File: config.mk
export PLATFORM = sky130hd
export DESIGN_NAME = plru_tracker
export DESIGN_NICKNAME = d
export VERILOG_FILES = /design/src/cache_pkg.sv /design/src/plru_tracker.sv
export VERILOG_INCLUDE_DIRS = /design/src
export SDC_FILE = /design/constraint.sdc
export NUM_CORES = 1
export LEC_CHECK = 0
export BUFFER_PORTS_ARGS = -buffer_cell sky130_fd_sc_hd__buf_2
export CAP_MARGIN = 20
export CORE_MARGIN = 3
export CORE_UTILIZATION = 62
export CTS_BUF_LIST = sky130_fd_sc_hd__clkbuf_4
export DETAILED_ROUTE_END_ITERATION = 8
export MAX_ROUTING_LAYER = met4
export PLACE_DENSITY = 0.89
export SETUP_SLACK_MARGIN = 0.02
export SLEW_MARGIN = 20
export SYNTH_ARGS = -nofsm -noshare
export SYNTH_HDL_FRONTEND = slang
export SYNTH_SLANG_ARGS = --single-unit
File: constraint.sdc
create_clock -name clk -period 2.6 [get_ports clk]
set_clock_uncertainty 0.05 [all_clocks]
set_input_delay 0.52 -clock clk [delete_from_list [all_inputs] [get_ports clk]]
set_output_delay 0.52 -clock clk [all_outputs]
set_load 0.005 [all_outputs]
File: src/cache_cfg.svh
`ifndef CACHE_CFG_SVH
`define CACHE_CFG_SVH

// ==================================================
// Cache geometry
// ==================================================
`define CACHE_WAYS            4
`define CACHE_SETS            16
`define CACHE_WORDS_PER_BLOCK 4
`define CACHE_WORD_W          32
`define CACHE_ADDR_W          32   // Word address

// ==================================================
// Derived field widths
// ==================================================
`define CACHE_OFF_W      $clog2(`CACHE_WORDS_PER_BLOCK)
`define CACHE_SET_W      $clog2(`CACHE_SETS)
`define CACHE_TAG_W      (`CACHE_ADDR_W - `CACHE_SET_W - `CACHE_OFF_W)
`define CACHE_BLK_ADDR_W (`CACHE_ADDR_W - `CACHE_OFF_W)   // Block number on memory bus
`define CACHE_WAY_W      $clog2(`CACHE_WAYS)
`define CACHE_TREE_W     (`CACHE_WAYS - 1)                 // Pseudo-LRU nodes per set

`endif

File: src/cache_pkg.sv
`default_nettype none

`include "cache_cfg.svh"

package cache_pkg;

    typedef logic [`CACHE_WORD_W-1:0] word_t;
    typedef logic [`CACHE_TAG_W-1:0]  tag_t;
    typedef logic [`CACHE_SET_W-1:0]  set_idx_t;
    typedef logic [`CACHE_OFF_W-1:0]  offset_t;
    typedef logic [`CACHE_WAY_W-1:0]  way_t;

    // Heap order, bit 0 is the root, bits 1 and 2 its left and right children.
    // A node at 0 marks its left subtree as least recently used.
    typedef logic [`CACHE_TREE_W-1:0] plru_bits_t;

    typedef struct packed {
        tag_t     tag;
        set_idx_t idx;
        offset_t  off;
    } cache_addr_t;

    typedef struct packed {
        logic valid;
        logic dirty;
        tag_t tag;
    } tag_entry_t;

    typedef logic [`CACHE_WORDS_PER_BLOCK-1:0][`CACHE_WORD_W-1:0] block_t;

    typedef struct packed {
        logic        valid;
        logic        we;      // 1 = write
        cache_addr_t addr;
        word_t       wdata;
    } cpu_req_t;

    typedef struct packed {
        logic                         stb;   // Cycle and strobe together
        logic                         we;
        logic [`CACHE_BLK_ADDR_W-1:0] addr;
        block_t                       wdata;
    } mem_req_t;

    typedef struct packed {
        logic cpu_write;   // Merge request word into hit way
        logic refill;      // Install memory block in victim
        logic clean;       // Victim written back
        logic touch;       // Access for replacement state
    } cache_cmd_t;

endpackage

`default_nettype wire

File: src/plru_tracker.sv
`timescale 1ns/1ps
`default_nettype none

`include "cache_cfg.svh"

module plru_tracker import cache_pkg::*; (
    input  logic                   clk,
    input  logic                   rst,
    input  set_idx_t               set_idx,
    input  logic                   touch,
    input  way_t                   touch_way,
    input  logic [`CACHE_WAYS-1:0] valid_mask,
    output way_t                   victim
);

    plru_bits_t tree [`CACHE_SETS];
    plru_bits_t cur;

    assign cur = tree[set_idx];

    // Lowest invalid way first, else follow the tree to the LRU leaf
    always_comb begin
        victim = {cur[0], (cur[0] ? cur[2] : cur[1])};
        for (int w = `CACHE_WAYS - 1; w >= 0; w--) begin
            if (!valid_mask[w]) begin
                victim = way_t'(w);
            end
        end
    end

    // ==================================================
    // Each node on the touched path points away
    // ==================================================
    always_ff @(posedge clk or posedge rst) begin
        if (rst) begin
            for (int s = 0; s < `CACHE_SETS; s++) begin
                tree[s] <= '0;
            end
        end else if (touch) begin
            tree[set_idx][0] <= ~touch_way[1];
            if (touch_way[1]) begin
                tree[set_idx][2] <= ~touch_way[0];   // Right pair
            end else begin
                tree[set_idx][1] <= ~touch_way[0];   // Left pair
            end
        end
    end

    // A touched way holds a valid block once the access is done
    assert property (@(posedge clk) disable iff (rst)
        touch |=> set_idx != $past(set_idx) || valid_mask[$past(touch_way)])
        else $error("touched way is still invalid after the access");

endmodule

`default_nettype wire

### Word level (Yosys, flattened, before mapping)

Index checks and enable logic that the tools add are counted.

| operators by class | value |
|---|---|
| reduce and logical (&&, ||, !) cells | 1 |
| $lt $le $gt $ge | 2 |
| mux-type cells | 18 |
| bitwise operators | 3 |

Operators by type and width:

| kind | number |
|---|---|
| 48-bit bitwise mux | 3 |
| 48-bit 2-to-1 mux | 1 |
| 3-bit demux with 4-bit select | 3 |
| 3-bit binary-select mux with 4-bit select | 1 |
| 2-bit 2-to-1 mux | 5 |
| 3-bit 2-to-1 mux | 3 |
| 5-bit greater-or-equal comparator (second input constant) | 1 |
| 5-bit by 1-bit less-than comparator with 1-bit output (second input constant) | 1 |
| 4-bit inverter with 5-bit output | 1 |
| 1-bit 2-to-1 mux | 2 |
| 1-bit inverter | 2 |
| 1-bit logical AND | 1 |

| word-level totals | value |
|---|---|
| word-level logic and storage cells | 40 |
| bits of input ports | 13 |
| flip-flop bits (word level) | 48 |
| output and inout bits | 2 |

### Logic depth before layout (Yosys ltp)

Gate-level depths: netlist (run 1).

| logic depth | value |
|---|---|
| word-level depth | 9 |
| mapped depth | 7 |
| gate-level depth less buffers | 5 |

### Worst setup path before layout (run 1)

No wires, ideal clock.

| timing | value |
|---|---|
| path kind | input -> output |
| start | in set_idx[0] |
| end | out victim[0] |
| required time | 2.030 ns |
| slack | 0.323 ns |
| arrival time | 1.707 ns |
| stages on the path | 6 |
| path buffers | 1 |
| cell sequence | buf_6 -> mux4_2 -> a22oi_2 -> nand3_2 -> mux2i_1 -> a31oi_1 |

| between the ends | value |
|---|---|
| word-level cells in the longest chain between the ends | 9 |

RTL lines:

| element | line | text |
|---|---|---|
| start: declaration | plru_tracker.sv:9 | `input set_idx_t set_idx,` |
| 4-bit inverter with 5-bit output (not written as such) | plru_tracker.sv:19 | `assign cur = tree[set_idx];` |
| 3-bit binary-select mux with 4-bit select | plru_tracker.sv:19 |  |
| 3-bit 2-to-1 mux (not written as such) (2 in series) | plru_tracker.sv:19 |  |
| 1-bit 2-to-1 mux | plru_tracker.sv:23 | `victim = {cur[0], (cur[0] ? cur[2] : cur[1])};` |
| 2-bit 2-to-1 mux (4 in series) | plru_tracker.sv:25 | `if (!valid_mask[w]) begin` |
| end: declaration | plru_tracker.sv:13 | `output way_t victim` |

Every way passes these cells. The select of a mux whose other input is x is not followed.

### Worst setup path in the final report (run 1)

Same ends and word-level chain as after synthesis.

==> qor.yml, run 1 <==
min_period_ps: 2560
place_hpwl_mm: 3.81
worstSkewPairLatency_ps: 360
drv_slew: 0
vias: 1919
dieArea_sq_um: 4700
async_flop_share_pct: 100
fin_util_pct: 71.1
hold_class: "in2async"
synth_nets: 244
final-hold-violation-count: 0
synth_edf_count: 0
ff2ff_path_depth: 1
die_height_microns: 68.6
synth_area_sq_um: 2430
io_pins: 15
cts_inserted_buffers: 5
rsz0062_at_grt: "yes"
grt_usage_pct: 26.8
insertedDiodeCount: 0
r2r_end: "tree[24]$_DFFE_PP0P_"
numClockSinks: 48
htreeDepth: 2
seq_area_sq_um: 1200
seq_area_frac_synth_pct: 49.5
row_count: 22
switching_share_pct: 28.1
avgSynthCellArea_sq_um: 10.5
met3_usage_pct: 5.83
crit_path_end_kind: "primary output"
top_usage_layer: "met2"
startpoint_type: "primary input"
cts_hold_buf: 0
multi_input_area_sq_um: 1110
viasPerCell: 6.53
drc: 0
setup_viol: 0
postCtsSetupBuffers: 0
worstPathMaxFanout: 7
syn_inst: 231
crit_start: "set_idx[0]"
seqPwrFrac_pct: 55.1
worst_slew_pin_slew_ps: 583
p_per_area_nw_per_um2: 690
use_met2_pct: 40.5
place_ws_ps: -55.9
yosys_most_used_dff: "dfrtp_1"
core_area_sq_um: 3720
setup_slack_ps: 42.7
required_ps: 2030
drive_gt1_share_pct: 19.9
path_clk_slew_ps: 140
dpl.cell_count: 286
outcome: "completed"
area_delta_synth_final_pct: 8.87
use_met1_pct: 36.0
grt_first_pass_wirelength_mm: 8.74
clkPwrFrac_pct: 24.7
final_antenna_net_count: 0
start_util_pct: 65.3
intPower_mw: 1.31
wire_per_inst_microns: 17.9
crit_type: "in2out"
switching_power_uw: 511
netlist-cell-type-count: 33
nFillCells: 267
antenna_found_initial: 0
period_share_pct: 98.4
regMostFlops: "tree"
r2r-start: "tree[24]$_DFFE_PP0P_"
relSlewSlack_pct: 61.0
port_buffers: 14
cts_tree: "done"
clockBufferDepth: 2
grt_pass1_vias: 1781
arrival_ps: 1990
ys_seq_elements: 48
wirelength_mm: 5.25
gp_congestion: 0.829
maxCapViolCount: 0
nets: 258
root_buffer: "clkbuf_4"
peakVddDrop_v: 0.000396
pwr-share-comb_pct: 20.2
r2r_setup_slack_ps: 1790
largest_reg_flops: 48
reg_top3: "tree: 48 flops"
grt_overflow: 0
drt_pass1_iterations: 4
first_iter_violations: 155
die_w_microns: 68.6
max_freq_ghz: 0.391
synth-warning-count: 0
grt_max_degree: 33
fin_cells: 294
leakage_nw: 1.14
worst max path at each step:
stage,to,cells past startpoint,slack [ps]
6_report,victim[0],8,40
5_1_grt,victim[0],6,-50
4_1_cts,victim[0],6,30
3_5_place_dp,victim[0],7,-60
3_3_place_gp,victim[0],7,2
2_1_floorplan,victim[0],6,320
power by group through the flow:
stage | Sequential, mW | Combinational [mW] | Clock (mW)
6_report | 1.00 | 0.368 | 0.450
3_5_place_dp | 1.02 | 0.368 | 0
2_1_floorplan | 0.969 | 0.297 | 0
4_1_cts | 1.00 | 0.370 | 0.452
5_1_grt | 1.02 | 0.410 | 0.485
3_3_place_gp | 1.01 | 0.348 | 0
layer usage:
layer	up-vias	routed length, microns
met5	-	0
met4	0	109
li1	873	-
met3	12	422
met2	105	2500
met1	929	2220
synth_stat cells, drive strengths merged (7+ instances only):
cell    count  share of area, %
a21oi       9               1.9
buf         8               1.8
clkbuf      8               1.2
dfrtp      48                50
inv        10               1.5
mux2i       7               2.9
mux4       12                11
nand2      32               5.0
nand3       8               1.9
nor2       11               1.7
nor3        7               1.4
nor4        8               2.6
o21a       12               3.7
o21ai      17               3.5
layout make-up:
class	count	area share, %
clock buffers	6	1.71
multi-input cells	157	42.0
well taps	48	2.27
repair buffers	23	5.78
flip-flops and latches	48	45.5
clock inverters	2	1.33
inverters	10	1.42
logic make-up after synthesis:
logic type	share of synthesized area, %
muxes	14.6
buffers and inverters	4.59
and+or+nand+nor	15.9
DFF	49.5
AOI/OAI and AO/OA	15.4
stage by stage:
step	setup TNS (ps)	hold WS [ps]	power (mW)	area [sq um]
4_1_cts	0	166	1.82	2640
6_report	0	141	1.82	2640
3_5_place_dp	-55.9	423	1.38	2560
2_1_floorplan	0	394	1.27	2430
5_1_grt	-46.7	182	1.91	2640
3_3_place_gp	0	413	1.36	2560
cells in the final DEF, fill, tap and decap left out, drive strengths merged, types with 8 or more instances in the layout:
cell type  netlist  routed
nor2            11      11
nand2           32      32
buf              8      23
inv             10      10
nor4             8       8
dfrtp           48      48
o21ai           17      17
a21oi            9       9
nand3            8       8
o21a            12      12
mux4            12      12
repair_timing:
| item | in CTS | in global routing |
|---|---|---|
| cloned | 0 | 0 |
| pin swaps | 1 | 1 |
| gates resized for setup | 2 | 0 |
| setup endpoints to repair | 1 | 1 |
worst max-delay path, stage by stage:
cell	delay, ps
buf_4	160
buf_12	140
mux4_2	500
a22oi_1	200
nand3_1	100
mux2i_1	140
a31oi_1	100
buf_2	140
(Power assumes the default switching activity.)
==> inputs of run 2 (changes only) <==
--- a/config.mk
+++ b/config.mk
@@ -12,6 +12,7 @@
 export CORE_UTILIZATION = 62
 export CTS_BUF_LIST = sky130_fd_sc_hd__clkbuf_4
 export DETAILED_ROUTE_END_ITERATION = 8
+export GPL_TIMING_DRIVEN = 0
 export MAX_ROUTING_LAYER = met4
 export PLACE_DENSITY = 0.89
 export SETUP_SLACK_MARGIN = 0.02
==> run 2 against run 1 <==
Compared with the run above: non-clock buffer count rose by 8; power fell by 4.7%; sequential share of layout area fell by 0.80 points; register-to-register slack barely moved; critical endpoint unchanged; design area rose by 1.8%; highest routed layer unchanged; die area did not move; utilization rose by 1.3 points; critical path depth fell by 2; routed wire length rose by 7.8%; global-route usage rose by 3.1 points; via count rose by 2.6%.
==> qor.yml, run 2 (synthesis results as in run 1) <==
die_w_microns: 68.6
fin_util_pct: 72.4
grt_pass1_vias: 1987
slowest_delay_ps: 500
vias: 1969
drv_slew: 0
wire_per_inst_microns: 18.7
wirelength_mm: 5.66
clkPwrFrac_pct: 19.8
whs_ps: 57.8
layout_common_cells: "dfrtp_1 (48), nand2_1 (31), o21ai_0 (17), buf_2 (15)"
relSlewSlack_pct: 58.4
viasPerCell: 6.52
crit_path_end_kind: "primary output"
place_hpwl_mm: 3.99
rsz0062_at_grt: "yes"
htreeDepth: 2
drc: 0
leakage_nw: 1.15
pwr-share-comb_pct: 23.2
core_area_sq_um: 3720
outcome: "completed"
start_util_pct: 65.3
period_share_pct: 98.4
peakVddDrop_v: 0.000530
min_period_ps: 2560
area_delta_synth_final_pct: 10.8
cts_hold_buf: 0
insertedDiodeCount: 0
required_ps: 2030
reg_top3: "tree: 48 flops"
regMostFlops: "tree"
seqPwrFrac_pct: 56.9
final_common_cell: "dfrtp_1"
worstSkewPairLatency_ps: 360
drt_pass1_iterations: 4
cts_inserted_buffers: 5
gp_congestion: 0.942
path_cells: "mux4_2 > a22oi_2 > nand3_1 > mux2i_1 > a31oi_1 > buf_2"
port_buffers: 13
setup_viol: 0
row_count: 22
cts_tree: "done"
path_clk_slew_ps: 140
hold_class: "in2async"
antenna_found_initial: 0
grt_first_pass_wirelength_mm: 9.69
maxCapViolCount: 0
dieArea_sq_um: 4700
intPower_mw: 1.22
numClockSinks: 48
startpoint_type: "flop"
grt_usage_pct: 29.9
first_iter_violations: 247
crit_type: "reg2out"
worst_slew_pin_slew_ps: 618
switching_share_pct: 29.6
die_height_microns: 68.6
final_antenna_net_count: 0
slowest_stage: "mux4_2"
clockBufferDepth: 2
grt_max_degree: 32
max_freq_ghz: 0.391
root_buffer: "clkbuf_4"
arrival_ps: 1990
switching_power_uw: 514
worstPathMaxFanout: 2
p_per_area_nw_per_um2: 646
grt_overflow: 0
nets: 266
final-hold-violation-count: 0
io_pins: 15
drive_gt1_share_pct: 19.7
largest_reg_flops: 48
-- run 2: final timing paths --
check,to,start,slack [ps],depth (start not counted)
max,victim[0],tree[38]$_DFFE_PP0P_,40,6
min,tree[11]$_DFFE_PP0P_,rst,60,2
max reg2reg,tree[46]$_DFFE_PP0P_,tree[46]$_DFFE_PP0P_,1800,2
min reg2reg,tree[35]$_DFFE_PP0P_,tree[35]$_DFFE_PP0P_,440,2
max in group asynchronous,tree[33]$_DFFE_PP0P_,rst,1930,3
min in group clk,tree[10]$_DFFE_PP0P_,touch_way[0],340,2
-- run 2: per-layer routing --
metal	wire length (microns)	vias up	track usage (%)
met2	2730	115	44.6
met3	492	16	7.94
met5	0	-	-
met4	161	0	14.1
li1	-	882	-
met1	2270	956	38.4
-- run 2: through the flow --
stage	instances	setup WS (ps)	area [sq um]	total power [mW]	setup TNS [ps]
after floorplan	231	323	2430	1.27	0
after global placement	292	-10.2	2550	1.35	-10.2
after detailed placement	293	-23.0	2570	1.38	-23.0
after CTS	302	42.7	2680	1.73	0
after global routing	302	-50.2	2690	1.84	-50.2
final	302	42.6	2690	1.74	0
-- run 2: area by class of cell --
class / count / area [sq um]
repair buffers: 15 / 119
clock buffers: 6 / 45.0
clock inverters: 2 / 11.3
plain buffers: 16 / 92.6
multi-input cells: 157 / 1120
flip-flops and latches: 48 / 1200
well taps: 48 / 60.1
inverters: 10 / 37.5
fillers: 254 / 1030
-- run 2: power groups by stage --
stage          Combinational, mW  Clock, mW  Sequential, mW
2_1_floorplan              0.297          0           0.969
3_3_place_gp               0.359          0           0.990
3_5_place_dp               0.384          0           0.999
4_1_cts                    0.396      0.349           0.985
5_1_grt                    0.447      0.389            1.01
6_report                   0.403      0.344           0.988
-- run 2: worst max-delay path: cells and delay by family, from the launching register on --
family                 cells  cell delay (ps)
AOI/OAI and AO/OA          2              300
buffers and inverters      1              130
DFF                        1              420
muxes                      2              660
and+or+nand+nor            1              100
-- run 2: what timing repair did --
item / CTS / global route
buffers inserted: 0 / 0
cloned: 1 / 0
pin swaps: 1 / 1
resized for setup: 9 / 4
endpoints found under the setup margin: 1 / 1
