File: config.mk
export PLATFORM = sky130hd
export DESIGN_NAME = cache_ctrl_fsm
export DESIGN_NICKNAME = d
export VERILOG_FILES = /design/src/cache_pkg.sv /design/src/cache_ctrl_fsm.sv
export VERILOG_INCLUDE_DIRS = /design/src
export SDC_FILE = /design/constraint.sdc
export NUM_CORES = 1
export LEC_CHECK = 0
export ABC_AREA = 1
export BUFFER_PORTS_ARGS = -buffer_cell sky130_fd_sc_hd__buf_2
export CAP_MARGIN = 20
export CORE_AREA = 8 8 144 146
export DETAILED_ROUTE_END_ITERATION = 10
export DIE_AREA = 0 0 152 154
export MAX_ROUTING_LAYER = met4
export PLACE_DENSITY = 0.45
export SYNTH_ARGS = -nofsm -noshare
export SYNTH_HDL_FRONTEND = slang
export SYNTH_SLANG_ARGS = --single-unit
File: constraint.sdc
create_clock -name clk -period 1 [get_ports clk]
set_input_delay 0.05 -clock clk [delete_from_list [all_inputs] [get_ports clk]]
set_output_delay 0.05 -clock clk [all_outputs]
set_load 0.01 [all_outputs]
File: src/cache_cfg.svh
`ifndef CACHE_CFG_SVH
`define CACHE_CFG_SVH

// ==================================================
// Cache geometry
// ==================================================
`define CACHE_WAYS            4
`define CACHE_SETS            16
`define CACHE_WORDS_PER_BLOCK 4
`define CACHE_WORD_W          32
`define CACHE_ADDR_W          32   // Word address

// ==================================================
// Derived field widths
// ==================================================
`define CACHE_OFF_W      $clog2(`CACHE_WORDS_PER_BLOCK)
`define CACHE_SET_W      $clog2(`CACHE_SETS)
`define CACHE_TAG_W      (`CACHE_ADDR_W - `CACHE_SET_W - `CACHE_OFF_W)
`define CACHE_BLK_ADDR_W (`CACHE_ADDR_W - `CACHE_OFF_W)   // Block number on memory bus
`define CACHE_WAY_W      $clog2(`CACHE_WAYS)
`define CACHE_TREE_W     (`CACHE_WAYS - 1)                 // Pseudo-LRU nodes per set

`endif

File: src/cache_pkg.sv
`default_nettype none

`include "cache_cfg.svh"

package cache_pkg;

    typedef logic [`CACHE_WORD_W-1:0] word_t;
    typedef logic [`CACHE_TAG_W-1:0]  tag_t;
    typedef logic [`CACHE_SET_W-1:0]  set_idx_t;
    typedef logic [`CACHE_OFF_W-1:0]  offset_t;
    typedef logic [`CACHE_WAY_W-1:0]  way_t;

    // Heap order, bit 0 is the root, bits 1 and 2 its left and right children.
    // A node at 0 marks its left subtree as least recently used.
    typedef logic [`CACHE_TREE_W-1:0] plru_bits_t;

    typedef struct packed {
        tag_t     tag;
        set_idx_t idx;
        offset_t  off;
    } cache_addr_t;

    typedef struct packed {
        logic valid;
        logic dirty;
        tag_t tag;
    } tag_entry_t;

    typedef logic [`CACHE_WORDS_PER_BLOCK-1:0][`CACHE_WORD_W-1:0] block_t;

    typedef struct packed {
        logic        valid;
        logic        we;      // 1 = write
        cache_addr_t addr;
        word_t       wdata;
    } cpu_req_t;

    typedef struct packed {
        logic                         stb;   // Cycle and strobe together
        logic                         we;
        logic [`CACHE_BLK_ADDR_W-1:0] addr;
        block_t                       wdata;
    } mem_req_t;

    typedef struct packed {
        logic cpu_write;   // Merge request word into hit way
        logic refill;      // Install memory block in victim
        logic clean;       // Victim written back
        logic touch;       // Access for replacement state
    } cache_cmd_t;

endpackage

`default_nettype wire

File: src/cache_ctrl_fsm.sv
`timescale 1ns/1ps
`default_nettype none

module cache_ctrl_fsm import cache_pkg::*; (
    input  logic       clk,
    input  logic       rst,
    input  cpu_req_t   cpu_req,
    input  logic       hit,
    input  logic       victim_dirty,
    input  tag_t       victim_tag,
    input  block_t     victim_block,
    input  logic       mem_ack,
    output cache_cmd_t cmd,
    output mem_req_t   mem_req,
    output logic       done
);

    typedef enum logic [2:0] {
        IDLE,
        COMPARE,
        WRITE_BACK,
        REFILL,
        FINISH
    } state_t;

    state_t state;
    state_t state_nxt;

    always_ff @(posedge clk or posedge rst) begin
        if (rst) begin
            state <= IDLE;
        end else begin
            state <= state_nxt;
        end
    end

    // ==================================================
    // Next state and outputs
    // ==================================================
    always_comb begin
        state_nxt = state;
        cmd       = '0;
        mem_req   = '0;
        done      = 1'b0;

        case (state)
            IDLE: begin
                if (cpu_req.valid) begin
                    state_nxt = COMPARE;
                end
            end

            COMPARE: begin
                if (hit) begin
                    done          = 1'b1;
                    cmd.touch     = 1'b1;
                    cmd.cpu_write = cpu_req.we;
                    state_nxt     = IDLE;
                end else if (victim_dirty) begin
                    state_nxt = WRITE_BACK;
                end else begin
                    state_nxt = REFILL;
                end
            end

            WRITE_BACK: begin
                // Victim block goes back to its own address
                mem_req.stb   = 1'b1;
                mem_req.we    = 1'b1;
                mem_req.addr  = {victim_tag, cpu_req.addr.idx};
                mem_req.wdata = victim_block;
                if (mem_ack) begin
                    cmd.clean = 1'b1;
                    state_nxt = REFILL;
                end
            end

            REFILL: begin
                mem_req.stb  = 1'b1;
                mem_req.addr = {cpu_req.addr.tag, cpu_req.addr.idx};
                if (mem_ack) begin
                    cmd.refill = 1'b1;
                    cmd.touch  = 1'b1;
                    state_nxt  = FINISH;
                end
            end

            FINISH: begin
                // Requested block now hits in the filled way
                done          = 1'b1;
                cmd.cpu_write = cpu_req.we;
                state_nxt     = IDLE;
            end

            default: begin
                state_nxt = IDLE;
            end
        endcase
    end

    // ==================================================
    // Protocol checks
    // ==================================================
    // Memory request held unchanged until acknowledged
    assert property (@(posedge clk) disable iff (rst)
        mem_req.stb && !mem_ack |=> mem_req.stb && $stable(mem_req))
        else $error("mem_req changed or dropped before mem_ack");

    // CPU keeps its request steady while a miss is in flight
    assert property (@(posedge clk) disable iff (rst)
        state != IDLE && !done |=> $stable(cpu_req))
        else $error("cpu_req changed before done");

endmodule

`default_nettype wire

# Word level (Yosys, flattened, before mapping)
# Cells that the tools add are included.
# op_classes
n_reduce_logical	3
eq_ne	7
n_mux	18
# op_table
cell	count
two-way mux 128 bit	1
case mux 30 bit (2 select lines)	1
two-way mux 3 bit	4
case mux 3 bit (4 select lines)	1
two-way mux 1 bit	8
== test 3 x 2 -> 1 bit, second input constant	2
!= test 2 bit, second input constant	3
case mux 1 bit (2 select lines)	3
== test 3 x 1 -> 1 bit, second input constant	1
== test 3 bit, second input constant	1
zero test 3 bit	1
AND reduction 3 bit	1
OR reduction 2 bit	1
# word_totals
inputBits	225
reg_bits	3
word_cells	29
out_inout_bits	165

# Longest topological paths before layout
# Gate-level depths: netlist of the first run.
# depth
word_depth	3
depth_mapped	6
ltp_nobuf	5

# Worst setup path before layout of the first run
# No wires, ideal clock.
# synth_path
path_kind	register to output
startpoint	register state[2]
endpoint	output port mem_req[100] in the netlist's numbering
n_path_buf	2
arrival_ns	1.126
path_slack_ns	-0.176
t_required_ns	0.950
stages_incl_launch_ff	6
path_cell_list	dfrtp_1 nor2_1 nand2_1 buf_6 buf_2 nor2_1
# synth_rtl
item	line	source
start: declaration	cache_ctrl_fsm.sv:26	state_t state;
start signal: assignment	cache_ctrl_fsm.sv:33	state <= state_nxt;
end: declaration	cache_ctrl_fsm.sv:14	output mem_req_t mem_req,

==> impl_results.html, run 1 <==
<table>
<tr><th>Metric</th><th>Value</th></tr>
<tr><th colspan="2">Detailed routing</th></tr>
<tr><td>Via total after detailed routing</td><td>3508</td></tr>
<tr><td>DR WL/cell</td><td>13.4 um</td></tr>
<tr><td>Antenna violation net count after detailed routing</td><td>0</td></tr>
<tr><td>DR pass1 iterations</td><td>4</td></tr>
<tr><td>DRC Markers</td><td>0</td></tr>
<tr><td>Total wire length</td><td>13.5 mm</td></tr>
<tr><td>DR iter-0 viols</td><td>75</td></tr>
<tr><td>Vias per std cell</td><td>3.49</td></tr>
<tr><th colspan="2">Hold path</th></tr>
<tr><td>Hold path startpoint</td><td>hit</td></tr>
<tr><td>Type of the most critical hold path</td><td>in2reg</td></tr>
<tr><th colspan="2">Critical path</th></tr>
<tr><td>Critical path type</td><td>reg2out</td></tr>
<tr><td>Library cell contributing the largest single delay on the critical path</td><td>dfrtp_2</td></tr>
<tr><td>Worst EP required</td><td>0.95 ns</td></tr>
<tr><td>Most repeated library cell on the critical path</td><td>buf_12</td></tr>
<tr><td>CP max FO</td><td>26</td></tr>
<tr><td>Startpoint kind of the worst setup timing path</td><td>flop</td></tr>
<tr><td>Slowest stage delay, CP</td><td>0.44 ns</td></tr>
<tr><td>Critical path capture point type</td><td>output port</td></tr>
<tr><td>Family with the most delay on the worst path</td><td>buffers and inverters</td></tr>
<tr><td>Arrival time of data at the critical path endpoint</td><td>1.47 ns</td></tr>
<tr><td>Cell Chain, Critical Path</td><td>nor2_4, nand2_4, buf_12, buf_12, nor2_1, buf_2</td></tr>
<tr><td>Crit. Startpoint</td><td>state[2]</td></tr>
<tr><td>Reg2reg start</td><td>state[0]</td></tr>
<tr><td>Buf/Inv on CP</td><td>3</td></tr>
<tr><th colspan="2">Clock tree</th></tr>
<tr><td>CTS tree</td><td>yes</td></tr>
<tr><td>Clk root buf</td><td>clkbuf_16</td></tr>
<tr><td>Max H-tree Level</td><td>1</td></tr>
<tr><td>Clock transition at the registers of the reported paths</td><td>0.03 ns</td></tr>
<tr><td>Deepest clock path buffer count</td><td>2</td></tr>
<tr><td>Cts bufs inserted</td><td>3</td></tr>
<tr><td>Total clock sinks</td><td>3</td></tr>
<tr><td>Clock Latency Late Sink</td><td>0.22 ns</td></tr>
<tr><th colspan="2">Layout</th></tr>
<tr><td>Summed area of non-filler cells in the final layout</td><td>4450 sq um</td></tr>
<tr><td>Fin nets</td><td>998</td></tr>
<tr><td>Number of flip-flops under the largest register name</td><td>3</td></tr>
<tr><td>Sequential cell area</td><td>76.3 sq um</td></tr>
<tr><td>Non-filler cells in the finished layout</td><td>1006</td></tr>
<tr><td>Share of final-layout standard cells stronger than drive strength 1</td><td>64.6%</td></tr>
<tr><td>Most common library cell in the layout ignoring fill and taps</td><td>buf_2</td></tr>
<tr><td>Count of fill cells added during filler insertion</td><td>2178</td></tr>
<tr><td>Top Registers</td><td>state: 3 flops</td></tr>
<tr><td>Area Overhead vs Synth</td><td>168%</td></tr>
<tr><td>Count of antenna diodes in the layout</td><td>0</td></tr>
<tr><td>Register with the highest flop count</td><td>state</td></tr>
<tr><td>Most frequent cells in the layout</td><td>buf_2 (333), inv_1 (138), nor2_1 (76), nor2_2 (60), nand2_2 (39)</td></tr>
<tr><td>Footprint of the multi-input gates</td><td>1230 sq um</td></tr>
<tr><th colspan="2">Synth</th></tr>
<tr><td>Gate count of the mapped netlist</td><td>402</td></tr>
<tr><td>Number of distinct standard cells referenced by the synthesized netlist</td><td>14</td></tr>
<tr><td>Syn Area/Cell</td><td>4.13 sq um</td></tr>
<tr><td>Compound-Gate Fraction of Synth Area</td><td>0.302%</td></tr>
<tr><td>Mapped Nets</td><td>627</td></tr>
<tr><td>Synthesized-area fraction occupied by and/or/nand/nor cells</td><td>56.1%</td></tr>
<tr><td>Post-Synth Adder-Cell Area</td><td>0%</td></tr>
<tr><td>Count of synthesis-stage warnings from yosys</td><td>0</td></tr>
<tr><td>Netlist Area Pre-Place</td><td>1660 sq um</td></tr>
<tr><td>Part of the Yosys area used for sequential elements</td><td>4.52%</td></tr>
<tr><td>Yosys reg bits</td><td>3</td></tr>
<tr><td>Combinational family with the most area after synthesis</td><td>simple AND/OR/NAND/NOR gates</td></tr>
<tr><td>Mux contribution to synthesized area</td><td>0%</td></tr>
<tr><td>Xor/xnor share of the synthesized area</td><td>0%</td></tr>
<tr><th colspan="2">STA</th></tr>
<tr><td>Worst slew pin tran</td><td>0.321 ns</td></tr>
<tr><td>Share of the clock period used by the worst path</td><td>152%</td></tr>
<tr><td>Fmax</td><td>658 MHz</td></tr>
<tr><td>Time the final worst path needs with I/O delays and setup</td><td>1.52 ns</td></tr>
<tr><td>Final count of negative-setup-slack endpoints</td><td>168</td></tr>
<tr><td>Post-route clock skew</td><td>0.00111 ns</td></tr>
<tr><td>Post-Route Hold Slack</td><td>0.136 ns</td></tr>
<tr><td>Slew Limit Fails</td><td>0</td></tr>
<tr><td>Setup repair after global routing missed its margin</td><td>true</td></tr>
<tr><td>Final setup slack of the worst path</td><td>-0.520 ns</td></tr>
<tr><td>Relative max-transition margin</td><td>78.6%</td></tr>
<tr><td>Endpoints failing hold</td><td>0</td></tr>
<tr><th colspan="2">Placement</th></tr>
<tr><td>Cell total after placement</td><td>993</td></tr>
<tr><td>HPWL after detailed placement</td><td>12.2 mm</td></tr>
<tr><td>Cell Area, Placed</td><td>4030 sq um</td></tr>
<tr><td># port buffers</td><td>355</td></tr>
<tr><td>Routability-driven placement congestion ratio</td><td>0.831</td></tr>
<tr><th colspan="2">Power and ir drop</th></tr>
<tr><td>Power density over cell area</td><td>2280 nW/um^2</td></tr>
<tr><td>Worst VDD drop</td><td>1.20 mV</td></tr>
<tr><td>Leakage dissipation</td><td>3.19 nW</td></tr>
<tr><th colspan="2">Floorplan</th></tr>
<tr><td>Effective utilization at floorplan</td><td>8.99%</td></tr>
<tr><td>Io pins</td><td>390</td></tr>
<tr><td>Die H</td><td>154 um</td></tr>
<tr><td>Site Rows</td><td>50</td></tr>
<tr><td>Core area</td><td>18500 sq um</td></tr>
<tr><td>Die outline width</td><td>152 um</td></tr>
<tr><td>Floorplan die area</td><td>23400 sq um</td></tr>
<tr><th colspan="2">Global route</th></tr>
<tr><td>Maximum number of pins on one net before global-route repair</td><td>32</td></tr>
<tr><td>Global-route usage over all layers</td><td>10.9%</td></tr>
<tr><td>Initial antenna violation count</td><td>0</td></tr>
<tr><td>Wire length of the first global-routing pass</td><td>20.2 mm</td></tr>
<tr><td>Leftover overflow at the end of global routing</td><td>0</td></tr>
<tr><td>Via count of the first global-routing pass</td><td>3838</td></tr>
<tr><th colspan="2">Status</th></tr>
<tr><td>Violations in the final reports</td><td>setup timing</td></tr>
<tr><td>Result of the run</td><td>finished, violations left</td></tr>
<tr><th colspan="2">Run</th></tr>
<tr><td>Max-cap violations</td><td>0</td></tr>
</table>
## cell families (layout without fill, tap and decap cells)
kind of cell | count (synthesis) | after routing
AO/OA/AOI/OAI | 1 | 1
AND/OR/NAND/NOR | 236 | 236
buffers and inverters | 162 | 532
flip-flops | 3 | 3
## synth_stat cells (all sizes together)
master  count  area share [%]
nand3      31             9.4
dfrtp       3             4.5
nand2      63              14
clkbuf      1            0.23
inv       140              32
nor3        1            0.30
nor2      140              32
nand4       1            0.38
buf        21             7.2
o21ai       1            0.30
## final timing paths
path / endpoint / slack (ns) / cells past startpoint
worst max-delay path: mem_req[85] / -0.52 / 6
worst min-delay path: state[1] / 0.14 / 4
worst max register to register: state[2] / -0.16 / 4
worst min register to register: state[0] / 0.70 / 4
max in group asynchronous: state[2] / 0.61 / 3
min in group asynchronous: state[2] / 0.25 / 3
## worst min-delay path, cell delays in order
cell	delay [ns]
buf_2	0.12
inv_1	0.05
nand2_1	0.04
nand3_1	0.05
## metrics by stage
| stage | utilization [%] | setup slack [ns] | total power, mW | setup TNS [ns] |
|---|---|---|---|---|
| floorplan | - | -0.133 | 4.66 | -15.46 |
| global placement | 21.8 | -0.275 | 8.48 | -38.02 |
| detailed placement | 21.8 | -0.319 | 8.44 | -39.45 |
| CTS | 23.2 | -0.508 | 9.65 | -77.01 |
| global route | 24.1 | -0.574 | 11.1 | -86.23 |
| finish | 24.1 | -0.520 | 10.1 | -75.05 |
## routing by layer
layer / part of all wire [%] / GRT usage, % / vias to the layer above
li1: - / - / 1820
met1: 41 / 12.3 / 1475
met2: 50 / 19.8 / 211
met3: 8.3 / 2.75 / 2
met4: 0.19 / 0.571 / 0
met5: 0 / - / -
## report_power, final
| part | switching (mW) | leakage [nW] | internal (mW) |
|---|---|---|---|
| registers | 0.0702 | 0.0359 | 0.178 |
| logic | 5.17 | 3.12 | 4.08 |
| clock network | 0.109 | 0.0382 | 0.526 |
## area by class of cell
class	instances	area share [%]
multi-input cells	237	27.8
repair buffers	388	50.4
flip-flops and latches	3	1.72
clock buffers	4	1.77
well taps	234	6.58
inverters	140	11.8
## timing repair
action	in CTS	in global routing
gates cloned	0	1
setup endpoints to repair	168	168
hold buffers	1	0
pin swaps	1	3
setup buffers	5	2
resized for setup	28	34
endpoints found under the hold margin	3	0
Note: power is estimated with default switching activity, not from simulation.
==> inputs of run 2 (changes only) <==
--- a/config.mk
+++ b/config.mk
@@ -10,10 +10,12 @@
 export BUFFER_PORTS_ARGS = -buffer_cell sky130_fd_sc_hd__buf_2
 export CAP_MARGIN = 20
 export CORE_AREA = 8 8 144 146
+export CTS_BUF_LIST = sky130_fd_sc_hd__clkbuf_8 sky130_fd_sc_hd__clkbuf_16
 export DETAILED_ROUTE_END_ITERATION = 10
 export DIE_AREA = 0 0 152 154
 export MAX_ROUTING_LAYER = met4
 export PLACE_DENSITY = 0.45
+export REMOVE_ABC_BUFFERS = 1
 export SYNTH_ARGS = -nofsm -noshare
 export SYNTH_HDL_FRONTEND = slang
 export SYNTH_SLANG_ARGS = --single-unit
==> impl_results.html, run 2 (same netlist as run 1, synthesis figures left out) <==
<table>
<tr><th>Metric</th><th>Value</th></tr>
<tr><th colspan="2">Layout</th></tr>
<tr><td>Final core utilization</td><td>21.2% (-2.9 points)</td></tr>
<tr><td>Top Registers</td><td>state: 3 flops</td></tr>
<tr><td>Area Overhead vs Synth</td><td>136%</td></tr>
<tr><td>Number of flip-flops under the largest register name</td><td>3 (unchanged)</td></tr>
<tr><td>Share of final-layout standard cells stronger than drive strength 1</td><td>51.0% (-14 points)</td></tr>
<tr><td>Most frequent cells in the layout</td><td>buf_2 (355), inv_1 (139), nor2_1 (136), nand2_1 (62), nand3_1 (31)</td></tr>
<tr><td>Register with the highest flop count</td><td>state</td></tr>
<tr><td>Summed area of non-filler cells in the final layout</td><td>3920 sq um (-12%)</td></tr>
<tr><td>Fin nets</td><td>983 (-1.5%)</td></tr>
<tr><td>Most common library cell in the layout ignoring fill and taps</td><td>buf_2</td></tr>
<tr><td>Non-filler cells in the finished layout</td><td>992 (-1.4%)</td></tr>
<tr><th colspan="2">Hold path</th></tr>
<tr><td>Hold Path Cell Cnt</td><td>4 (unchanged)</td></tr>
<tr><td>Destination of the worst hold path</td><td>state[1]</td></tr>
<tr><td>Hold path startpoint</td><td>hit</td></tr>
<tr><td>Type of the most critical hold path</td><td>in2reg</td></tr>
<tr><th colspan="2">Placement</th></tr>
<tr><td>Routability-driven placement congestion ratio</td><td>0.854 (+2.8%)</td></tr>
<tr><td>Pre-CTS WS</td><td>-0.286 ns (+0.0324 ns)</td></tr>
<tr><td>HPWL after detailed placement</td><td>10.4 mm (-15%)</td></tr>
<tr><td>Cell Area, Placed</td><td>3770 sq um (-6.5%)</td></tr>
<tr><td>Cell total after placement</td><td>985 (-0.81%)</td></tr>
<tr><td># port buffers</td><td>355 (unchanged)</td></tr>
<tr><th colspan="2">Critical path</th></tr>
<tr><td>Register-to-Register Path Depth</td><td>4 (unchanged)</td></tr>
<tr><td>CP max FO</td><td>73 (+180%)</td></tr>
<tr><td>Library cell contributing the largest single delay on the critical path</td><td>dfrtp_1</td></tr>
<tr><td>Arrival time of data at the critical path endpoint</td><td>1.42 ns (-0.05 ns)</td></tr>
<tr><td>Critical path capture point type</td><td>output port</td></tr>
<tr><td>Reg2reg start</td><td>state[1]</td></tr>
<tr><td>Worst EP required</td><td>0.95 ns (about the same)</td></tr>
<tr><td>Critical path type</td><td>reg2out</td></tr>
<tr><td>Reg2reg setup slack</td><td>-0.15 ns (about the same)</td></tr>
<tr><td>Crit Reg-Reg Endpoint</td><td>state[1]</td></tr>
<tr><td>Slowest stage delay, CP</td><td>0.40 ns (-0.04 ns)</td></tr>
<tr><td>Family with the most delay on the worst path</td><td>buffers and inverters</td></tr>
<tr><td>Cell Chain, Critical Path</td><td>buf_4, nand2_4, buf_16, nor2_1, buf_2</td></tr>
<tr><td>Startpoint kind of the worst setup timing path</td><td>flop</td></tr>
<tr><td>Buf/Inv on CP</td><td>3 (unchanged)</td></tr>
<tr><th colspan="2">Global route</th></tr>
<tr><td>Initial antenna violation count</td><td>1 (+1)</td></tr>
<tr><td>Maximum number of pins on one net before global-route repair</td><td>74 (+130%)</td></tr>
<tr><td>Leftover overflow at the end of global routing</td><td>0 (unchanged)</td></tr>
<tr><td>Via count of the first global-routing pass</td><td>3218 (-16%)</td></tr>
<tr><td>Wire length of the first global-routing pass</td><td>17.4 mm (-14%)</td></tr>
<tr><td>Global-route usage over all layers</td><td>9.33% (-1.5 points)</td></tr>
<tr><th colspan="2">STA</th></tr>
<tr><td>Worst slew pin tran</td><td>0.289 ns (-0.0324 ns)</td></tr>
<tr><td>Endpoints failing hold</td><td>0 (unchanged)</td></tr>
<tr><td>Final setup slack of the worst path</td><td>-0.474 ns (+0.0463 ns)</td></tr>
<tr><td>Share of the clock period used by the worst path</td><td>147% (-4.6 points)</td></tr>
<tr><td>Final count of negative-setup-slack endpoints</td><td>168 (unchanged)</td></tr>
<tr><td>Final sum of negative setup slack</td><td>-70.41 ns (+4.65 ns)</td></tr>
<tr><td>Slew Limit Fails</td><td>0 (unchanged)</td></tr>
<tr><td>Fmax</td><td>679 MHz (+3.1%)</td></tr>
<tr><td>Relative max-transition margin</td><td>80.7% (+2.1 points)</td></tr>
<tr><td>Setup repair after global routing missed its margin</td><td>true</td></tr>
<tr><td>Time the final worst path needs with I/O delays and setup</td><td>1.47 ns (-0.0463 ns)</td></tr>
<tr><td>Post-route clock skew</td><td>0.000945 ns (-0.000160 ns)</td></tr>
<tr><td>Post-Route Hold Slack</td><td>0.152 ns (+0.0162 ns)</td></tr>
<tr><th colspan="2">Clock tree</th></tr>
<tr><td>Clk root buf</td><td>clkbuf_16</td></tr>
<tr><td>Clock Latency Late Sink</td><td>0.23 ns (about the same)</td></tr>
<tr><td>Total clock sinks</td><td>3 (unchanged)</td></tr>
<tr><td>Clock transition at the registers of the reported paths</td><td>0.03 ns (about the same)</td></tr>
<tr><td>Cts bufs inserted</td><td>3 (unchanged)</td></tr>
<tr><td>Deepest clock path buffer count</td><td>2 (unchanged)</td></tr>
<tr><td>CTS tree</td><td>yes</td></tr>
<tr><td>Max H-tree Level</td><td>1 (unchanged)</td></tr>
<tr><th colspan="2">Power and ir drop</th></tr>
<tr><td>Worst VDD drop</td><td>0.855 mV (-29%)</td></tr>
<tr><td>Power density over cell area</td><td>2110 nW/um^2 (-7.4%)</td></tr>
<tr><td>Leakage dissipation</td><td>3.10 nW (-2.8%)</td></tr>
<tr><td>Total power draw</td><td>8.28 mW (-18%)</td></tr>
<tr><th colspan="2">Run</th></tr>
<tr><td>Max-cap violations</td><td>0 (unchanged)</td></tr>
<tr><th colspan="2">Detailed routing</th></tr>
<tr><td>DR iter-0 viols</td><td>108 (+44%)</td></tr>
<tr><td>Total wire length</td><td>11.8 mm (-12%)</td></tr>
<tr><td>Via total after detailed routing</td><td>3343 (-4.7%)</td></tr>
<tr><td>DR WL/cell</td><td>11.9 um (-11%)</td></tr>
<tr><td>Antenna violation net count after detailed routing</td><td>0 (unchanged)</td></tr>
<tr><td>DRC Markers</td><td>0 (unchanged)</td></tr>
<tr><td>DR pass1 iterations</td><td>4 (unchanged)</td></tr>
<tr><td>Vias per std cell</td><td>3.37 (-3.4%)</td></tr>
<tr><th colspan="2">Status</th></tr>
<tr><td>Violations in the final reports</td><td>setup timing</td></tr>
<tr><td>Result of the run</td><td>finished, violations left</td></tr>
<tr><th colspan="2">Floorplan</th></tr>
<tr><td>Site Rows</td><td>50 (unchanged)</td></tr>
<tr><td>Core area</td><td>18500 sq um (unchanged)</td></tr>
<tr><td>Die outline width</td><td>152 um (unchanged)</td></tr>
<tr><td>Effective utilization at floorplan</td><td>8.99% (unchanged)</td></tr>
<tr><td>Floorplan die area</td><td>23400 sq um (unchanged)</td></tr>
<tr><td>Die H</td><td>154 um (unchanged)</td></tr>
<tr><td>Io pins</td><td>390 (unchanged)</td></tr>
</table>
==> run 2: worst max path at each step <==
stage	from	to	cells past startpoint
6_report	state[1]	mem_req[115]	5
3_3_place_gp	state[0]	mem_req[97]	5
5_1_grt	state[0]	mem_req[63]	5
2_1_floorplan	state[0]	mem_req[132]	5
3_5_place_dp	state[2]	mem_req[136]	7
4_1_cts	state[1]	mem_req[155]	6
==> run 2: area by class of cell <==
type,instances,area [sq um]
fillers,2156,14500
repair buffers,373,1970
multi-input cells,237,970
inverters,140,526
well taps,234,293
flip-flops and latches,3,77.6
clock buffers,3,75.1
clock inverters,1,3.75
diodes,1,2.50
==> run 2: routing by layer <==
| layer | track usage (%) | part of all wire (%) | vias up |
|---|---|---|---|
| met5 | - | 0 | - |
| met4 | 1.38 | 1.0 | 0 |
| met3 | 3.08 | 7.9 | 10 |
| met2 | 17.6 | 52 | 168 |
| met1 | 9.39 | 39 | 1375 |
| li1 | - | - | 1790 |
==> run 2: what timing repair did <==
item | CTS | global route
cloned | 0 | 0
resized for setup | 2 | 14
setup buffers | 1 | 0
hold buffers | 1 | 0
setup endpoints to repair | 168 | 168
endpoints found under the hold margin | 3 | 0
==> run 2: report_power, final <==
part,internal (mW),total [mW],switching (mW)
registers,0.182,0.256,0.0741
logic,2.96,7.39,4.43
clock network,0.516,0.630,0.114
total,3.66,8.28,4.61
==> run 2: worst min-delay path: stages <==
cell and delay, ns:
buf_2 0.12, inv_1 0.05, nand2_1 0.05, nand3_1 0.07
==> inputs of run 3 (changes only) <==
--- a/config.mk
+++ b/config.mk
@@ -13,9 +13,11 @@
 export CTS_BUF_LIST = sky130_fd_sc_hd__clkbuf_8 sky130_fd_sc_hd__clkbuf_16
 export DETAILED_ROUTE_END_ITERATION = 10
 export DIE_AREA = 0 0 152 154
+export GPL_ROUTABILITY_DRIVEN = 0
 export MAX_ROUTING_LAYER = met4
 export PLACE_DENSITY = 0.45
 export REMOVE_ABC_BUFFERS = 1
 export SYNTH_ARGS = -nofsm -noshare
 export SYNTH_HDL_FRONTEND = slang
 export SYNTH_SLANG_ARGS = --single-unit
+export TNS_END_PERCENT = 10
==> impl_results.html, run 3 (same netlist as run 1, synthesis figures left out) <==
<table>
<tr><th>Metric</th><th>Value</th></tr>
<tr><th colspan="2">Placement</th></tr>
<tr><td>Cell Area, Placed</td><td>3770 sq um (unchanged)</td></tr>
<tr><td>Pre-CTS WS</td><td>-0.286 ns (unchanged)</td></tr>
<tr><td>HPWL after detailed placement</td><td>10.4 mm (unchanged)</td></tr>
<tr><td># port buffers</td><td>355 (unchanged)</td></tr>
<tr><th colspan="2">Critical path</th></tr>
<tr><td>Worst EP required</td><td>0.95 ns (about the same)</td></tr>
<tr><td>Crit Reg-Reg Endpoint</td><td>state[1]</td></tr>
<tr><td>Library cell contributing the largest single delay on the critical path</td><td>dfrtp_1</td></tr>
<tr><td>Startpoint kind of the worst setup timing path</td><td>flop</td></tr>
<tr><td>Slowest stage delay, CP</td><td>0.40 ns (about the same)</td></tr>
<tr><td>Arrival time of data at the critical path endpoint</td><td>1.42 ns (about the same)</td></tr>
<tr><td>Critical path type</td><td>reg2out</td></tr>
<tr><td>Buf/Inv on CP</td><td>3 (unchanged)</td></tr>
<tr><td>Cell Chain, Critical Path</td><td>buf_4, nand2_4, buf_16, nor2_1, buf_2</td></tr>
<tr><td>Family with the most delay on the worst path</td><td>buffers and inverters</td></tr>
<tr><td>Count of cell instances traversed by the critical path</td><td>5 (unchanged)</td></tr>
<tr><td>Reg2reg setup slack</td><td>-0.15 ns (about the same)</td></tr>
<tr><td>Register-to-Register Path Depth</td><td>4 (unchanged)</td></tr>
<tr><td>Reg2reg start</td><td>state[1]</td></tr>
<tr><td>Critical path capture point type</td><td>output port</td></tr>
<tr><td>CP max FO</td><td>73 (unchanged)</td></tr>
<tr><th colspan="2">Detailed routing</th></tr>
<tr><td>Via total after detailed routing</td><td>3345 (+0.060%)</td></tr>
<tr><td>Total wire length</td><td>11.8 mm (about the same)</td></tr>
<tr><td>DR iter-0 viols</td><td>121 (+12%)</td></tr>
<tr><td>DR WL/cell</td><td>11.9 um (about the same)</td></tr>
<tr><td>Antenna violation net count after detailed routing</td><td>0 (unchanged)</td></tr>
<tr><td>DR pass1 iterations</td><td>4 (unchanged)</td></tr>
<tr><td>Vias per std cell</td><td>3.37 (about the same)</td></tr>
<tr><td>DRC Markers</td><td>0 (unchanged)</td></tr>
<tr><th colspan="2">Floorplan</th></tr>
<tr><td>Effective utilization at floorplan</td><td>8.99% (unchanged)</td></tr>
<tr><td>Site Rows</td><td>50 (unchanged)</td></tr>
<tr><td>Floorplan die area</td><td>23400 sq um (unchanged)</td></tr>
<tr><td>Die H</td><td>154 um (unchanged)</td></tr>
<tr><td>Io pins</td><td>390 (unchanged)</td></tr>
<tr><td>Core area</td><td>18500 sq um (unchanged)</td></tr>
<tr><td>Die outline width</td><td>152 um (unchanged)</td></tr>
<tr><th colspan="2">STA</th></tr>
<tr><td>Endpoints failing hold</td><td>0 (unchanged)</td></tr>
<tr><td>Relative max-transition margin</td><td>81.1% (+0.38 points)</td></tr>
<tr><td>Time the final worst path needs with I/O delays and setup</td><td>1.47 ns (-0.00153 ns)</td></tr>
<tr><td>Worst slew pin tran</td><td>0.283 ns (-0.00538 ns)</td></tr>
<tr><td>Share of the clock period used by the worst path</td><td>147% (-0.15 points)</td></tr>
<tr><td>Post-route clock skew</td><td>0.000948 ns (+0.00000336 ns)</td></tr>
<tr><td>Setup repair after global routing missed its margin</td><td>true</td></tr>
<tr><td>Fmax</td><td>679 MHz (+0.10%)</td></tr>
<tr><td>Final count of negative-setup-slack endpoints</td><td>168 (unchanged)</td></tr>
<tr><td>Slew Limit Fails</td><td>0 (unchanged)</td></tr>
<tr><td>Final setup slack of the worst path</td><td>-0.472 ns (+0.00153 ns)</td></tr>
<tr><th colspan="2">Layout</th></tr>
<tr><td>Summed area of non-filler cells in the final layout</td><td>3920 sq um (about the same)</td></tr>
<tr><td>Area Overhead vs Synth</td><td>137% (about the same)</td></tr>
<tr><td>Most common library cell in the layout ignoring fill and taps</td><td>buf_2</td></tr>
<tr><td>Most frequent cells in the layout</td><td>buf_2 (354), inv_1 (139), nor2_1 (136), nand2_1 (62), nand3_1 (31)</td></tr>
<tr><td>Share of final-layout standard cells stronger than drive strength 1</td><td>50.9% (-0.13 points)</td></tr>
<tr><td>Number of flip-flops under the largest register name</td><td>3 (unchanged)</td></tr>
<tr><td>Fin nets</td><td>983 (unchanged)</td></tr>
<tr><td>Top Registers</td><td>state: 3 flops</td></tr>
<tr><td>Register with the highest flop count</td><td>state</td></tr>
<tr><th colspan="2">Global route</th></tr>
<tr><td>Via count of the first global-routing pass</td><td>3216 (-0.062%)</td></tr>
<tr><td>Leftover overflow at the end of global routing</td><td>0 (unchanged)</td></tr>
<tr><td>Wire length of the first global-routing pass</td><td>17.4 mm (unchanged)</td></tr>
<tr><td>Maximum number of pins on one net before global-route repair</td><td>74 (unchanged)</td></tr>
<tr><td>Global-route usage over all layers</td><td>9.33% (unchanged)</td></tr>
<tr><td>Initial antenna violation count</td><td>1 (unchanged)</td></tr>
<tr><th colspan="2">Hold path</th></tr>
<tr><td>Hold path startpoint</td><td>hit</td></tr>
<tr><td>Type of the most critical hold path</td><td>in2reg</td></tr>
<tr><td>Hold Path Cell Cnt</td><td>4 (unchanged)</td></tr>
<tr><td>Destination of the worst hold path</td><td>state[1]</td></tr>
<tr><th colspan="2">Run</th></tr>
<tr><td>Max-cap violations</td><td>0 (unchanged)</td></tr>
<tr><th colspan="2">Clock tree</th></tr>
<tr><td>Max H-tree Level</td><td>1 (unchanged)</td></tr>
<tr><td>Clock transition at the registers of the reported paths</td><td>0.03 ns (about the same)</td></tr>
<tr><td>CTS tree</td><td>yes</td></tr>
<tr><td>Cts bufs inserted</td><td>3 (unchanged)</td></tr>
<tr><td>Clock Latency Late Sink</td><td>0.23 ns (about the same)</td></tr>
<tr><td>Clk root buf</td><td>clkbuf_16</td></tr>
<tr><td>Total clock sinks</td><td>3 (unchanged)</td></tr>
<tr><td>Deepest clock path buffer count</td><td>2 (unchanged)</td></tr>
<tr><th colspan="2">Status</th></tr>
<tr><td>Violations in the final reports</td><td>setup timing</td></tr>
<tr><td>Result of the run</td><td>finished, violations left</td></tr>
<tr><th colspan="2">Power and ir drop</th></tr>
<tr><td>Worst VDD drop</td><td>0.854 mV (about the same)</td></tr>
<tr><td>Power density over cell area</td><td>2110 nW/um^2 (+0.16%)</td></tr>
<tr><td>Leakage dissipation</td><td>3.10 nW (about the same)</td></tr>
</table>
[run 3: how the worst max path moves through the flow]
stage | from | end | slack [ns]
floorplan | state[0] | mem_req[132] | -2.95
global placement | state[0] | mem_req[97] | -0.31
detailed placement | state[2] | mem_req[136] | -0.29
CTS | state[1] | mem_req[155] | -0.48
global route | state[0] | mem_req[63] | -0.55
finish | state[1] | mem_req[115] | -0.47
[run 3: area by class of cell]
class | instances | area [sq um]
Fill cell | 2155 | 14500
Timing Repair Buffer | 373 | 1980
Multi-Input combinational cell | 237 | 966
Inverter | 140 | 526
Tap cell | 234 | 293
Sequential cell | 3 | 77.6
Clock buffer | 3 | 75.1
Clock inverter | 1 | 3.75
Antenna cell | 1 | 2.50
[run 3: stage by stage]
| stage | setup TNS (ns) | util [%] | power [mW] | hold slack, ns | cells |
|---|---|---|---|---|---|
| after CTS | -72.65 | 21.0 | 8.30 | 0.152 | 991 |
| final | -70.34 | 21.3 | 8.29 | 0.150 | 992 |
| after detailed placement | -39.41 | 20.4 | 7.57 | -0.0578 | 985 |
| after global routing | -84.35 | 21.3 | 9.13 | 0.188 | 992 |
| after floorplan | -379.83 | - | 2.35 | -0.196 | 380 |
| after global placement | -40.34 | 20.4 | 7.64 | -0.0664 | 985 |
[run 3: what timing repair did]
action | 4_1_cts | 5_1_grt
setup endpoints to repair | 168 | 168
hold endpoints to repair | 3 | 0
buffers inserted | 1 | 0
gates resized for setup | 2 | 14
hold buffers | 1 | 0
[run 3: tightest hold or removal path: cells and delay by family]
kind                   cells  cell delay (ns)
buffers and inverters      2             0.17
and+or+nand+nor            2             0.11
[run 3: power breakdown]
part | internal, mW | switching, mW
clock | 0.516 | 0.114
combinational | 2.99 | 4.42
sequential | 0.182 | 0.0743
[run 3: per-layer routing]
metal / part of all wire (%) / track usage [%] / vias to the layer above
met5: 0 / - / -
met4: 1.0 / 1.38 / 0
met3: 7.9 / 3.08 / 10
met2: 52 / 17.6 / 168
met1: 39 / 9.39 / 1377
li1: - / - / 1790
